==> config.mk <==
export PLATFORM = sky130hd
export DESIGN_NAME = phase_debug_top
export DESIGN_NICKNAME = d
export VERILOG_FILES = /design/src/verilog/phase_pkg.sv /design/src/verilog/delay_tap_if.sv /design/src/verilog/phase_result_if.sv /design/src/verilog/phase_sync_sampler.sv /design/src/verilog/phase_measure.sv /design/src/verilog/dprintf_format.sv /design/src/verilog/dprintf_req_hold.sv /design/src/verilog/phase_debug_top.sv
export SDC_FILE = /design/constraint.sdc
export NUM_CORES = 1
export LEC_CHECK = 0
export BUFFER_PORTS_ARGS = -buffer_cell sky130_fd_sc_hd__clkbuf_2
export CAP_MARGIN = 5
export CELL_PAD_IN_SITES_DETAIL_PLACEMENT = 1
export CELL_PAD_IN_SITES_GLOBAL_PLACEMENT = 2
export CORE_MARGIN = 10
export CORE_UTILIZATION = 40
export CTS_BUF_LIST = sky130_fd_sc_hd__clkbuf_8
export CTS_CLUSTER_DIAMETER = 60
export DETAILED_ROUTE_END_ITERATION = 12
export PLACE_DENSITY = 0.85
export SYNTH_ARGS = -nofsm -noshare
export SYNTH_HDL_FRONTEND = slang
export SYNTH_HIERARCHICAL = 1
export SYNTH_SLANG_ARGS = --single-unit
==> constraint.sdc <==
create_clock -name cpm_clk -period 6.7 [get_ports cpm_clk]
set_input_delay 1.34 -clock cpm_clk [delete_from_list [all_inputs] [get_ports cpm_clk]]
set_output_delay 1.34 -clock cpm_clk [all_outputs]
set_load 0.02 [all_outputs]
==> src/verilog/phase_pkg.sv <==
`default_nettype none

package phase_pkg;

   // delay line taps
   localparam int TAP_W = 9;
   typedef logic [TAP_W-1:0] tap_t;
   localparam tap_t MAX_TAP = tap_t'(511);

   // sample timing after a tap load
   localparam int SETTLE_CYCLES = 8;
   localparam int SYNC_STAGES = 3;
   localparam int SAMPLE_LATENCY = SETTLE_CYCLES + SYNC_STAGES;
   localparam int WAIT_W = $clog2(SAMPLE_LATENCY);
   typedef logic [WAIT_W-1:0] wait_cnt_t;

   // narrower phases are not reported
   localparam tap_t MIN_PHASE_WIDTH = tap_t'(16);

   typedef logic [15:0] print_addr_t;
   typedef logic [63:0] print_data_t;
   typedef logic [7:0] drop_count_t;

   localparam print_addr_t MSG_ADDR_PHASE = 16'd80;
   localparam print_addr_t MSG_ADDR_ABORT = 16'd81;
   localparam logic [31:0] MSG_TAG = 32'h2020_2087;

   // print word, msb first
   typedef struct packed {
      logic [31:0] tag;
      logic [6:0]  pad_hi;
      tap_t        initial_delay;
      logic [2:0]  pad_mid;
      tap_t        width;
      logic        pad_lo;
      logic        initial_value;
      logic        abort;
      logic        one;
   } print_word_t;

endpackage

`default_nettype wire

==> src/verilog/delay_tap_if.sv <==
`timescale 1ns/1ns
`default_nettype none

interface delay_tap_if;
   import phase_pkg::*;

   logic load;
   tap_t value;
   logic sample;
   logic sample_valid;

   modport engine (
      output load, value,
      input  sample, sample_valid
   );

   modport sampler (
      input  load, value,
      output sample, sample_valid
   );
endinterface

`default_nettype wire

==> src/verilog/phase_result_if.sv <==
`timescale 1ns/1ns
`default_nettype none

interface phase_result_if;
   import phase_pkg::*;

   logic valid;
   logic initial_value;
   logic abort;
   tap_t width;
   tap_t initial_delay;

   // valid is a one cycle pulse
   modport source (
      output valid, initial_value, abort, width, initial_delay
   );

   modport sink (
      input valid, initial_value, abort, width, initial_delay
   );
endinterface

`default_nettype wire

==> src/verilog/phase_sync_sampler.sv <==
`timescale 1ns/1ns
`default_nettype none

module phase_sync_sampler (
   input  logic            cpm_clk,
   input  logic            rst_n,
   input  logic            delay_sample,
   output logic            delay_load,
   output phase_pkg::tap_t delay_value,
   delay_tap_if.sampler    taps
);
   import phase_pkg::*;

   wait_cnt_t              wait_cnt;
   logic [SYNC_STAGES-1:0] sync_q;
   logic                   sample_valid_q;

   // tap load out to the delay line
   always_ff @(posedge cpm_clk) begin
      if (!rst_n) begin
         delay_load <= 1'b0;
      end else begin
         delay_load <= taps.load;
      end
   end

   always_ff @(posedge cpm_clk) begin
      if (taps.load) begin
         delay_value <= taps.value;
      end
   end

   // settle time plus synchronizer depth
   always_ff @(posedge cpm_clk) begin
      if (!rst_n) begin
         wait_cnt <= '0;
         sample_valid_q <= 1'b0;
      end else begin
         sample_valid_q <= (wait_cnt == wait_cnt_t'(1));
         if (taps.load) begin
            wait_cnt <= wait_cnt_t'(SAMPLE_LATENCY - 1);
         end else if (wait_cnt != '0) begin
            wait_cnt <= wait_cnt - 1'b1;
         end
      end
   end

   // async sample into cpm_clk
   always_ff @(posedge cpm_clk) begin
      sync_q <= {sync_q[SYNC_STAGES-2:0], delay_sample};
   end

   assign taps.sample = sync_q[SYNC_STAGES-1];
   assign taps.sample_valid = sample_valid_q;

endmodule

`default_nettype wire

==> src/verilog/phase_measure.sv <==
`timescale 1ns/1ns
`default_nettype none

module phase_measure (
   input  logic           cpm_clk,
   input  logic           rst_n,
   delay_tap_if.engine    taps,
   phase_result_if.source result
);
   import phase_pkg::*;

   typedef enum logic [1:0] {ST_LOAD, ST_WAIT, ST_DONE} state_t;
   typedef enum logic [1:0] {SRCH_INIT, SRCH_FIRST, SRCH_SECOND} search_t;

   state_t  state;
   search_t search;
   tap_t    tap;
   logic    initial_value;
   logic    abort;
   tap_t    width;
   tap_t    initial_delay;
   logic    at_end;
   logic    changed;
   logic    step;

   assign at_end = (tap == MAX_TAP);
   assign changed = (taps.sample != initial_value);
   assign step = (state == ST_WAIT) && taps.sample_valid;

   always_ff @(posedge cpm_clk) begin
      if (!rst_n) begin
         state <= ST_LOAD;
         search <= SRCH_INIT;
         tap <= '0;
      end else begin
         case (state)
            ST_LOAD: state <= ST_WAIT;
            ST_WAIT: begin
               if (taps.sample_valid) begin
                  state <= ST_LOAD;
                  tap <= tap + 1'b1;
                  case (search)
                     SRCH_INIT: search <= SRCH_FIRST;
                     SRCH_FIRST: begin
                        if (changed) begin
                           search <= SRCH_SECOND;
                        end else if (at_end) begin
                           state <= ST_DONE;
                        end
                     end
                     SRCH_SECOND: begin
                        if (!changed || at_end) begin
                           state <= ST_DONE;
                        end
                     end
                     default: search <= SRCH_INIT;
                  endcase
               end
            end
            ST_DONE: begin
               // restart sweep from tap 0
               state <= ST_LOAD;
               search <= SRCH_INIT;
               tap <= '0;
            end
            default: state <= ST_LOAD;
         endcase
      end
   end

   always_ff @(posedge cpm_clk) begin
      if (step) begin
         case (search)
            SRCH_INIT: initial_value <= taps.sample;
            SRCH_FIRST: begin
               if (changed) begin
                  initial_delay <= tap;
               end else if (at_end) begin
                  // no edge found at all
                  abort <= 1'b1;
                  width <= '0;
                  initial_delay <= tap;
               end
            end
            SRCH_SECOND: begin
               if (!changed) begin
                  abort <= 1'b0;
                  width <= tap - initial_delay;
               end else if (at_end) begin
                  abort <= 1'b1;
                  width <= '0;
               end
            end
            default: ;
         endcase
      end
   end

   assign taps.load = (state == ST_LOAD);
   assign taps.value = tap;

   assign result.valid = (state == ST_DONE);
   assign result.initial_value = initial_value;
   assign result.abort = abort;
   assign result.width = width;
   assign result.initial_delay = initial_delay;

endmodule

`default_nettype wire

==> src/verilog/dprintf_format.sv <==
`timescale 1ns/1ns
`default_nettype none

module dprintf_format (
   phase_result_if.sink          result,
   output logic                  msg_valid,
   output phase_pkg::print_addr_t msg_address,
   output phase_pkg::print_data_t msg_data
);
   import phase_pkg::*;

   print_word_t word;
   logic        wide_enough;

   // only phases wider than the minimum are worth a print
   assign wide_enough = (result.width > MIN_PHASE_WIDTH);

   assign msg_valid = result.valid && (result.abort || wide_enough);

   assign msg_address = result.abort ? MSG_ADDR_ABORT : MSG_ADDR_PHASE;

   always_comb begin
      word.tag = MSG_TAG;
      word.pad_hi = '0;
      word.initial_delay = result.initial_delay;
      word.pad_mid = '0;
      word.width = result.width;
      word.pad_lo = 1'b0;
      word.initial_value = result.initial_value;
      word.abort = result.abort;
      word.one = 1'b1;
   end

   assign msg_data = print_data_t'(word);

endmodule

`default_nettype wire

==> src/verilog/dprintf_req_hold.sv <==
`timescale 1ns/1ns
`default_nettype none

module dprintf_req_hold (
   input  logic                   cpm_clk,
   input  logic                   rst_n,
   input  logic                   msg_valid,
   input  phase_pkg::print_addr_t msg_address,
   input  phase_pkg::print_data_t msg_data,
   input  logic                   req_ack,
   output logic                   req_valid,
   output phase_pkg::print_addr_t req_address,
   output phase_pkg::print_data_t req_data,
   output phase_pkg::drop_count_t dropped_count
);

   logic capture;

   assign capture = msg_valid && !req_valid;

   always_ff @(posedge cpm_clk) begin
      if (!rst_n) begin
         req_valid <= 1'b0;
         dropped_count <= '0;
      end else begin
         if (req_valid) begin
            if (req_ack) begin
               req_valid <= 1'b0;
            end
            // still busy, message is lost
            if (msg_valid && !(&dropped_count)) begin
               dropped_count <= dropped_count + 1'b1;
            end
         end else if (msg_valid) begin
            req_valid <= 1'b1;
         end
      end
   end

   // held until acked
   always_ff @(posedge cpm_clk) begin
      if (capture) begin
         req_address <= msg_address;
         req_data <= msg_data;
      end
   end

endmodule

`default_nettype wire

==> src/verilog/phase_debug_top.sv <==
`timescale 1ns/1ns
`default_nettype none

module phase_debug_top (
   input  logic                   cpm_clk,
   input  logic                   rst_n,
   input  logic                   delay_sample,
   input  logic                   req_ack,
   output logic                   delay_load,
   output phase_pkg::tap_t        delay_value,
   output logic                   req_valid,
   output phase_pkg::print_addr_t req_address,
   output phase_pkg::print_data_t req_data,
   output phase_pkg::drop_count_t dropped_count
);
   import phase_pkg::*;

   delay_tap_if    taps ();
   phase_result_if result ();

   logic        msg_valid;
   print_addr_t msg_address;
   print_data_t msg_data;

   phase_sync_sampler sampler0 (
      .cpm_clk      (cpm_clk),
      .rst_n        (rst_n),
      .delay_sample (delay_sample),
      .delay_load   (delay_load),
      .delay_value  (delay_value),
      .taps         (taps)
   );

   phase_measure measure0 (
      .cpm_clk (cpm_clk),
      .rst_n   (rst_n),
      .taps    (taps),
      .result  (result)
   );

   dprintf_format format0 (
      .result      (result),
      .msg_valid   (msg_valid),
      .msg_address (msg_address),
      .msg_data    (msg_data)
   );

   dprintf_req_hold hold0 (
      .cpm_clk       (cpm_clk),
      .rst_n         (rst_n),
      .msg_valid     (msg_valid),
      .msg_address   (msg_address),
      .msg_data      (msg_data),
      .req_ack       (req_ack),
      .req_valid     (req_valid),
      .req_address   (req_address),
      .req_data      (req_data),
      .dropped_count (dropped_count)
   );

endmodule

`default_nettype wire

Yosys cells after proc, flatten, opt, wreduce, memory -nomap -nowiden. Index checks and enable logic that the tools add are counted. W data, S select, Z words.

Multiplexer cells: 28. Reduce and logical (&&, ||, !) cells: 24. Eq/ne operators: 11. Bitwise operators: 1. Order comparisons: 1. Add/sub/neg operators: 4.

Operators with widths (count): $mux W9 (6); $pmux W9 S2 (2); $mux W2 (6); $pmux W2 S2 (3); $add A9 B1 Y9 const B (1); $eq A9 B9 Y1 const B (1); $gt A9 B5 Y1 const B (1); $sub A9 B9 Y9 (1); $add A8 B1 Y8 const B (1); $mux W4 (2); $reduce_and A8 Y1 (1); $reduce_bool A2 Y1 (4); $mux W1 (7); $ne A2 B2 Y1 const B (3); $pmux W2 S3 (1); $reduce_and A2 Y1 (3); $reduce_and A3 Y1 (2); $eq A2 B1 Y1 const B (2); $eq A2 B2 Y1 const B (2); $eq A4 B1 Y1 const B (1); $logic_and A1 B1 Y1 (4); $logic_not A2 Y1 (2); $reduce_and A4 Y1 (1); $reduce_bool A4 Y1 (1); 8 further kinds (11).

Logic and storage cells: 86. Input bits: 4. Register bits: 96. Output and inout port bits: 99.

Depth between registers and ports, before layout. Gate-level depths: netlist of run 1.

Depth in word-level cells: 7. Mapped depth: 9. Gate-level depth less buffers: 9.

Modules after synthesis. Netlist of run 1, hierarchy kept.

Modules (own cells, without submodules): dprintf_req_hold (sequential area each 2582.5 sq um, instances 1, area an instance 2829.0 sq um, cells each 126); phase_measure (sequential area each 860.8 sq um, instances 1, area an instance 1808.0 sq um, cells each 174); dprintf_format (sequential area each 0.0 sq um, instances 1, area an instance 635.6 sq um, cells each 87); phase_sync_sampler (sequential area each 450.4 sq um, instances 1, area an instance 538.0 sq um, cells each 33).

Worst setup path after synthesis of run 1. OpenSTA, ideal clock, no wires.

Path kind: register to register. Start point: register measure0.state[0]. End point: register hold0.req_address[0], enable pin. Cell stages (with the launch flop): 7. Data required time: 6.173 ns. Buffers on the path: 1. Clock period less this slack: 5.025 ns. Library setup time: 0.527 ns. Arrival: 4.498 ns. Slack: 1.675 ns. Path through: dfxtp_1 nand2b_1 clkbuf_1 inv_1 inv_1 a31oi_1 nor2b_1.

Cells in the longest elaborated chain, start to end: 3.

Ends and longest elaborated chain: start: declaration (line phase_measure.sv:15) `state_t state;`; start signal: assignment (line phase_measure.sv:32) `state <= ST_LOAD;`; start signal: assignment (line phase_measure.sv:37) `ST_LOAD: state <= ST_WAIT;`; start signal: assignment (line phase_measure.sv:40) `state <= ST_LOAD;`; $eq A2 B2 Y1 (line phase_measure.sv:102) `assign result.valid = (state == ST_DONE);`; named net result.valid (line phase_result_if.sv:7) `logic valid;`; $logic_and A1 B1 Y1 (line dprintf_format.sv:18) `assign msg_valid = result.valid && (result.abort || wide_enough);`; named net msg_valid (line phase_debug_top.sv:21) `logic msg_valid;`; $logic_and A1 B1 Y1 (line dprintf_req_hold.sv:19) `assign capture = msg_valid && !req_valid;`; named net hold0.capture (line dprintf_req_hold.sv:17) `logic capture;`; end signal: assignment (line dprintf_req_hold.sv:43) `req_address <= msg_address;`; end: declaration (line dprintf_req_hold.sv:12) `output phase_pkg::print_addr_t req_address,`.

The timed path passes the listed nets, and every way through them passes these cells. A chain may end at the register's enable or synchronous reset.

Worst setup path after layout of run 1.
Start point: register measure0.tap[1], in the netlist measure0/taps.value[1]. End point: register measure0.initial_delay[0], in the netlist measure0/result.initial_delay[0], enable pin.

Cells in the longest elaborated chain, start to end: 3.

Ends and longest elaborated chain: start: declaration (line phase_measure.sv:17) `tap_t tap;`; start signal: assignment (line phase_measure.sv:41) `tap <= tap + 1'b1;`; $eq A9 B9 Y1 (line phase_measure.sv:26) `assign at_end = (tap == MAX_TAP);`; $reduce_bool A2 Y1 (no source line); $reduce_and A3 Y1 (no source line); end signal: assignment (line phase_measure.sv:77) `initial_delay <= tap;`; end signal: assignment (line phase_measure.sv:82) `initial_delay <= tap;`; end: declaration (line phase_measure.sv:21) `tap_t initial_delay;`.

Every way passes these cells.

==> metrics.cfg, run 1 <==
[worst_setup_path]
end_kind=register
max_stage_delay_ns=0.73
rr_endpoint=measure0/result.initial_delay[0]
arrival_ns=2.80
r2r_start=measure0/taps.value[1]
path_cells=ha_1 -> nand3_1 -> nor2_1 -> ha_1 -> clkinv_1 -> a21oi_1
worst-r2r-cell-count=6
worstSetupPathType=register to register
worstSetupStartpointType=register
rrSetupSlack_ns=3.96
required_ns=6.77
crit_slowest_cell=a21oi_1
crit_path_max_fanout=9
cpMostUsedCell=ha_1

[global_routing]
antenna_found_initial=0
grt_pass1_wl_um=18800
grt_overflow=0
grt_pass1_vias=3561
track_usage_pct=12.1
grt_max_degree=69

[detailed_routing]
via_per_inst=4.65
wl_per_cell_um=16.3
drt-pass1-iter-count=6
drt_wl_total_um=11600
ant_nets=0
num_vias=3294
initialDrtViolationCount=147
drc_errors=0

[logic_synthesis]
async_reset_ff_share_pct=0
ys.flop_type=edfxtp_1
netlist_area_um2=5810
ys_types=56
synth_edf_count=109
synth_seq_cells=140
synthesis.instances=420
ys_warn_count=6
syn_avg_cell_area_um2=13.8
synth_seq_area_share_pct=67.0

[clocking]
clock-sinks=140
htreeDepth=4
tritoncts=yes
cts_made_buffers=17
postCtsSetupRepairBufs=0
cts_buffer_depth=2
ctsResizeCount=0
cts.reportedPaths.clkPinSlew_ns=0.08
clk_latency_ns=0.45
clock-root-buffer=clkbuf_8
hold_buffers=0

[min_path]
hold_depth=0
hold_end=sampler0/sync_q[1]
hp-class=register to register
min-delay-start=sampler0/sync_q[0]

[timing]
timing.fmax_mhz=365
maxSlewViolCount=0
clock_skew_ns=0.0124
hold_viol=0
worstMarginPinSlew_ns=1.09
hold_slack_ns=0.328
fin_crit_sh_pct=40.8
slew-limit-headroom_pct=26.9
setup_viol=0
min_period_ns=2.74
tns_ns=0
rsz0062_at_grt=no

[floorplan]
die_y_um=141
core_um2=14000
die_x_um=141
die_area_um2=19700
rows=43
ios=103
start_util_pct=41.4

[layout]
drive_above_1_share_pct=27.2
syn2layout_area_growth_pct=13.1
fin_cells=709
fin_area_um2=6570
nNetsFinal=536
insertedDiodeCount=0

[power_and_ir_drop]
peakVddDrop_mv=0.115
leakagePower_nw=2.65
powerDensity_nw_per_um2=253

[placement]
finalWeightedCongestion=0.744
dpl-instance-area_um2=6160
numPortBuffers=102
dp_cells=677
hpwl_um=8490

[run_status]
status=completed

[job]
cap_violations=0

[worst max path at each step]
stage                                             to  cells past startpoint              startpoint
floorplan                       hold0/req_address[0]                      6       measure0/state[0]
global placement                  hold0/req_data[28]                      6       measure0/state[0]
detailed placement  measure0/result.initial_delay[3]                      6  measure0/taps.value[1]
CTS                 measure0/result.initial_delay[0]                      6  measure0/taps.value[1]
global route        measure0/result.initial_delay[4]                      6  measure0/taps.value[1]
finish              measure0/result.initial_delay[0]                      6  measure0/taps.value[1]
[flip-flops by register name, indices dropped and copies added, names as in the netlist]
register / flops
sampler0/wait_cnt: 4
hold0/req_valid: 1
hold0/req_data: 64
measure0/result.abort: 1
hold0/dropped_count: 8
measure0/search: 2
measure0/result.width: 9
measure0/result.initial_delay: 9
sampler0/sync_q: 3
hold0/req_address: 16
measure0/taps.value: 9
sampler0/delay_load: 1
measure0/state: 2
sampler0/taps.sample_valid: 1
measure0/result.initial_value: 1
sampler0/delay_value: 9
[stage by stage]
stage               utilization (%)  worst slack [ns]  total power, mW
CTS                            46.8              3.96             1.69
global placement               43.9              4.14            0.982
global route                   46.8              3.71             1.73
detailed placement             43.9              3.99            0.982
floorplan                         -              1.67            0.998
finish                         46.8              3.96             1.66
[synthesized netlist by cell type (3+ instances only)]
master | count | area [um2]
dfxtp_1 | 31 | 621
ha_1 | 15 | 188
nand2_1 | 17 | 63.8
a21o_1 | 3 | 22.5
xor2_1 | 6 | 52.6
xnor2_1 | 5 | 43.8
and3_1 | 5 | 31.3
inv_1 | 15 | 56.3
o21ai_0 | 12 | 60.1
o21a_1 | 3 | 22.5
o211ai_1 | 3 | 22.5
edfxtp_1 | 109 | 3270
nand3_1 | 14 | 70.1
buf_4 | 80 | 601
a211oi_1 | 4 | 30.0
nor3_1 | 3 | 15.0
o31ai_1 | 4 | 30.0
nand2b_1 | 4 | 25.0
clkinv_1 | 3 | 11.3
mux2_2 | 3 | 33.8
a21oi_1 | 16 | 80.1
nor2_1 | 22 | 82.6
[cells by family (layout without fill, tap and decap cells)]
logic type / Yosys count / in the layout / synth area share (%)
fa+ha+maj: 16 / 16 / 3.57
simple gates: 85 / 85 / 7.67
buf+inv: 101 / 153 / 11.7
compound gates: 59 / 59 / 7.04
other cells: 2 / 59 / 0.129
xor+xnor: 12 / 12 / 1.94
flops: 140 / 140 / 67.0
mux: 5 / 5 / 0.926
[power breakdown]
part	switching (mW)	internal [mW]	leakage [nW]	total [mW]
clock network	0.296	0.405	0.234	0.701
logic	0.0181	0.00663	1.18	0.0247
registers	0.00410	0.935	1.24	0.940
[critical path, delay by kind of cell, from the launching register on]
| kind | cells | cell delay [ns] |
|---|---|---|
| buffers and inverters | 1 | 0.28 |
| DFF | 1 | 0.52 |
| AOI/OAI and AO/OA | 1 | 0.73 |
| and+or+nand+nor | 2 | 0.22 |
| adders and majority gates | 2 | 0.60 |
[final cells by class]
class	instances	area [um2]
clock buffers	18	248
well taps	180	225
flip-flops and latches	140	3890
repair buffers	103	518
clock inverters	14	164
multi-input cells	236	1460
fillers	1481	7470
inverters	18	67.6
[cells in the final DEF (no fill, tap or decap), types with 2 or more instances in the layout]
cell,instances
o211ai_1,3
o21a_1,3
or4_1,2
xnor2_1,5
inv_1,21
edfxtp_1,109
or3_1,2
mux2i_1,2
clkbuf_8,18
mux2_2,3
clkinv_1,3
a21oi_1,16
conb_1,59
o21ai_1,2
dfxtp_1,31
ha_1,15
nand3_1,14
and2_1,2
nand2_1,17
nor2_1,22
o21ai_0,12
a21o_1,3
nand3b_1,2
o31ai_1,4
nand2b_1,4
bufinv_16,4
xor2_1,6
a211oi_1,4
nor3_1,3
and3_1,5
clkinv_2,3
clkbuf_2,102
[metal layers]
metal / global-route usage [%] / part of all wire (%) / vias to the layer above
met3: 5.27 / 7.8 / 19
li1: - / - / 1562
met5: 0 / 0 / -
met2: 19.6 / 48 / 100
met1: 13.5 / 42 / 1613
met4: 5.49 / 2.0 / 0
(Power assumes the default switching activity.)
==> run 2: changes to the inputs <==
- clock period: 6.7 -> 2.6 ns (I/O delays scaled with it)
==> run 2 against run 1 <==
Compared with the run above:
- cell count up 0.85%
- combinational power rose to 2.6 times the previous value
- via count up 0.21%
- sequential power rose to 2.6 times the previous value
- register-to-register slack worse by 3.7 ns
- core utilization up 0.37 points
- critical path type unchanged
- critical path depth up 3
- clock power rose to 2.6 times the previous value
==> metrics.cfg, run 2 (same netlist as run 1, synthesis figures left out) <==
[power_and_ir_drop]
powerDensity_nw_per_um2=645
leakagePower_nw=2.65
peakVddDrop_mv=0.249

[placement]
dpl-instance-area_um2=6220
finalWeightedCongestion=0.788
place_ws_ns=0.238
hpwl_um=8240
numPortBuffers=102

[timing]
maxSlewViolCount=0
tns_ns=0
fin_crit_sh_pct=90.5
worstMarginPinSlew_ns=0.562
hold_viol=0
min_period_ns=2.35
hold_slack_ns=0.177
slew-limit-headroom_pct=62.5
timing.fmax_mhz=425
clock_skew_ns=0.0163
rsz0062_at_grt=no
setup_viol=0
setup_ws_ns=0.248

[clocking]
ctsResizeCount=0
cts_buffer_depth=2
clk_latency_ns=0.44
clock-root-buffer=clkbuf_8
hold_buffers=0
clock-sinks=140
postCtsSetupRepairBufs=0
cts_made_buffers=17
tritoncts=yes
cts.reportedPaths.clkPinSlew_ns=0.08
htreeDepth=4

[worst_setup_path]
r2r_start=measure0/taps.value[0]
crit_path_max_fanout=6
arrival_ns=2.54
end_kind=register
crit_slowest_cell=fa_1
required_ns=2.79
rr_endpoint=measure0/result.width[8]
max_stage_delay_ns=0.42
worstSetupPathType=register to register
worstSetupStartpointType=register
rrSetupSlack_ns=0.25
startpoint=measure0/taps.value[0]
path_cells=inv_1 -> ha_1 -> inv_1 -> fa_1 -> a211oi_2 -> o21ai_1 -> a21o_1 -> a21o_1 -> a221o_1
worst-r2r-cell-count=9

[layout]
nNetsFinal=542
reg_top3=hold0/req_data x64, hold0/req_address x16
max_flop_register=hold0/req_data
syn2layout_area_growth_pct=14.0
final_common_cell=edfxtp_1
insertedDiodeCount=0
final_cell_mix=edfxtp_1, clkbuf_2, conb_1
largest_reg_flops=64
drive_above_1_share_pct=28.6
fin_area_um2=6630

[detailed_routing]
met2_wirelength_um=5650
num_vias=3301
wl_met3_um=784
ant_nets=0
initialDrtViolationCount=231
wl_per_cell_um=16.0
drt-pass1-iter-count=4
via_per_inst=4.62
drt_wl_total_um=11400
drc_errors=0
drt-met1-wl_um=4890
top_layer_used=met4

[floorplan]
ios=103
die_y_um=141
die_area_um2=19700
die_x_um=141
core_um2=14000
rows=43
start_util_pct=41.4

[global_routing]
grt_pass1_wl_um=18500
track_usage_pct=11.8
grt_overflow=0
grt_max_degree=81
grt_pass1_vias=3439
antenna_found_initial=0

[job]
cap_violations=0

[min_path]
min-delay-start=delay_sample
hold_depth=1
hold_end=sampler0/sync_q[0]
hp-class=primary input to register

[run_status]
status=completed

run 2: cell count changes in the layout (fill, tap and decap cells not counted), sizes merged:
cell and delta:
buf +6, inv -5, clkinvlp +4, clkinv +3, bufinv -1, clkbuf -1
run 2: worst max path at each step:
| stage | end | cells past startpoint |
|---|---|---|
| 2_1_floorplan | hold0/req_address[0] | 6 |
| 3_3_place_gp | measure0/result.width[8] | 9 |
| 3_5_place_dp | measure0/result.width[8] | 9 |
| 4_1_cts | measure0/result.width[8] | 9 |
| 5_1_grt | measure0/result.width[8] | 9 |
| 6_report | measure0/result.width[8] | 9 |
run 2: power by group:
part | switching (mW) | internal, mW
clock network | 0.841 | 0.944
registers | 0.0108 | 2.41
logic | 0.0469 | 0.0182
run 2: final cells by class:
class / count / area [um2]
clock buffer: 17 / 234
tap: 180 / 225
clock inverter: 15 / 171
fill: 1462 / 7420
multi-input combinational: 236 / 1460
timing repair buffer: 109 / 576
inverter: 18 / 67.6
sequential: 140 / 3890
run 2: per-layer routing:
| layer | up-vias | GRT usage, % |
|---|---|---|
| li1 | 1573 | - |
| met1 | 1624 | 13.8 |
| met2 | 96 | 19.1 |
| met3 | 8 | 4.83 |
| met4 | 0 | 3.75 |
| met5 | - | 0 |
run 2: worst max-delay path: cells and delay by family, from the launching register on:
family	cells	cell delay, ns
AO/OA/AOI/OAI	5	1.00
buffers and inverters	2	0.14
flip-flops	1	0.38
adder cells (fa/ha/maj)	2	0.57
run 2: through the flow:
stage / total power, mW / utilization, % / cells
3_5_place_dp: 2.53 / 44.3 / 683
6_report: 4.27 / 47.2 / 715
3_3_place_gp: 2.53 / 44.3 / 683
2_1_floorplan: 2.57 / - / 477
4_1_cts: 4.34 / 47.2 / 715
5_1_grt: 4.44 / 47.2 / 715
==> run 3: changes to the inputs <==
- RECOVER_POWER: not set -> 50
==> run 3 against run 2 <==
Compared with the run above:
- worst setup slack better by 0.0064 ns
- sequential cell count unchanged
- die area stayed put
- sequential power hardly changed
==> metrics.cfg, run 3 (same netlist as run 1, synthesis figures left out) <==
[run_status]
status=completed

[power_and_ir_drop]
peakVddDrop_mv=0.249
finalPower_mw=4.27
swShare_pct=21.1
p_int_mw=3.37
p_seq_share_pct=56.7
switchingPower_mw=0.899
combPwrFrac_pct=1.4
p_clk_share_pct=41.9
powerDensity_nw_per_um2=656
leakagePower_nw=2.40

[global_routing]
grt_overflow=0
track_usage_pct=11.8
grt_max_degree=81
antenna_found_initial=0
grt_pass1_vias=3439
grt_pass1_wl_um=18500

[clocking]
clock-root-buffer=clkbuf_8
hold_buffers=0
htreeDepth=4
tritoncts=yes
cts_buffer_depth=2
postCtsSetupRepairBufs=0
clock-sinks=140
clk_latency_ns=0.44
ctsResizeCount=0
cts.reportedPaths.clkPinSlew_ns=0.08
cts_made_buffers=17

[floorplan]
rows=43
die_x_um=141
die_y_um=141
core_um2=14000
die_area_um2=19700
ios=103
start_util_pct=41.4

[detailed_routing]
top_layer_used=met4
wl_per_cell_um=16.1
via_per_inst=4.61
drt-pass1-iter-count=4
drt_wl_total_um=11500
initialDrtViolationCount=196
ant_nets=0
drt-met1-wl_um=5020
met2_wirelength_um=5650
num_vias=3299
drc_errors=0
wl_met3_um=764

[timing]
slew-limit-headroom_pct=46.6
hold_viol=0
setup_ws_ns=0.254
min_period_ns=2.35
maxSlewViolCount=0
fin_crit_sh_pct=90.2
clock_skew_ns=0.0180
rsz0062_at_grt=no
tns_ns=0
worstMarginPinSlew_ns=0.802
timing.fmax_mhz=426
setup_viol=0

[layout]
final_common_cell=edfxtp_1
multi_input_area_um2=1450
insertedDiodeCount=0
nFillCells=1489
nNetsFinal=542
drive_above_1_share_pct=13.3
reg_top3=hold0/req_data x64, hold0/req_address x16
final_cell_mix=edfxtp_1, clkbuf_1, conb_1
max_flop_register=hold0/req_data
syn2layout_area_growth_pct=12.0
largest_reg_flops=64
fin_cells=715
register_area_um2=3890

[worst_setup_path]
cp_top_family=compound AO/OA/AOI/OAI gates
worstSetupStartpointType=register
crit_slowest_cell=fa_1
worstSetupPathType=register to register
required_ns=2.79
path_cells=inv_1 -> ha_1 -> inv_1 -> fa_1 -> a211oi_2 -> o21ai_1 -> a21o_1 -> a21o_1 -> a221o_1
rrSetupSlack_ns=0.25
crit_path_max_fanout=6
max_stage_delay_ns=0.42
arrival_ns=2.53
crit_buf_inv=2
end_kind=register

[job]
cap_violations=0

[placement]
hpwl_um=8240
finalWeightedCongestion=0.788
numPortBuffers=102
dp_cells=683
place_ws_ns=0.238

[min_path]
hp-class=primary input to register

## run 3: cell count changes in the layout (fill, tap and decap cells not counted), sizes merged
cell and delta:
clkbuf +2, buf -2
## run 3: cell type report
class / instances / area share [%]
clock buffers: 17 / 3.59
inverters: 18 / 1.04
repair buffers: 109 / 7.23
clock inverters: 15 / 2.63
well taps: 180 / 3.46
flip-flops and latches: 140 / 59.8
multi-input cells: 236 / 22.2
## run 3: path summary, 6_finish.rpt
| kind | startpoint | to | depth (start not counted) |
|---|---|---|---|
| setup reg to reg | measure0/taps.value[0] | measure0/result.width[8] | 9 |
| setup / recovery | measure0/taps.value[0] | measure0/result.width[8] | 9 |
| hold reg to reg | sampler0/sync_q[0] | sampler0/sync_q[1] | 0 |
| hold / removal | delay_sample | sampler0/sync_q[0] | 1 |
## run 3: stage by stage
| stage | hold WS [ns] | utilization, % | instance area [um2] |
|---|---|---|---|
| 6_report | 0.178 | 46.4 | 6510 |
| 5_1_grt | 0.138 | 46.4 | 6510 |
| 4_1_cts | 0.134 | 47.2 | 6630 |
| 3_5_place_dp | 0.318 | 44.3 | 6220 |
| 3_3_place_gp | 0.313 | 44.3 | 6220 |
| 2_1_floorplan | 0.310 | - | 6030 |
## run 3: power by group through the flow
stage,logic [mW],registers (mW),clock network (mW)
after global routing,0.0733,2.42,1.94
final,0.0618,2.42,1.79
after CTS,0.0619,2.42,1.86
after floorplan,0.0957,2.48,0
after detailed placement,0.0619,2.47,0
after global placement,0.0605,2.47,0
## run 3: per-layer routing
layer / global-route usage, % / vias up
li1: - / 1576
met1: 13.8 / 1621
met2: 19.1 / 94
met3: 4.83 / 8
met4: 3.75 / 0
met5: 0 / -
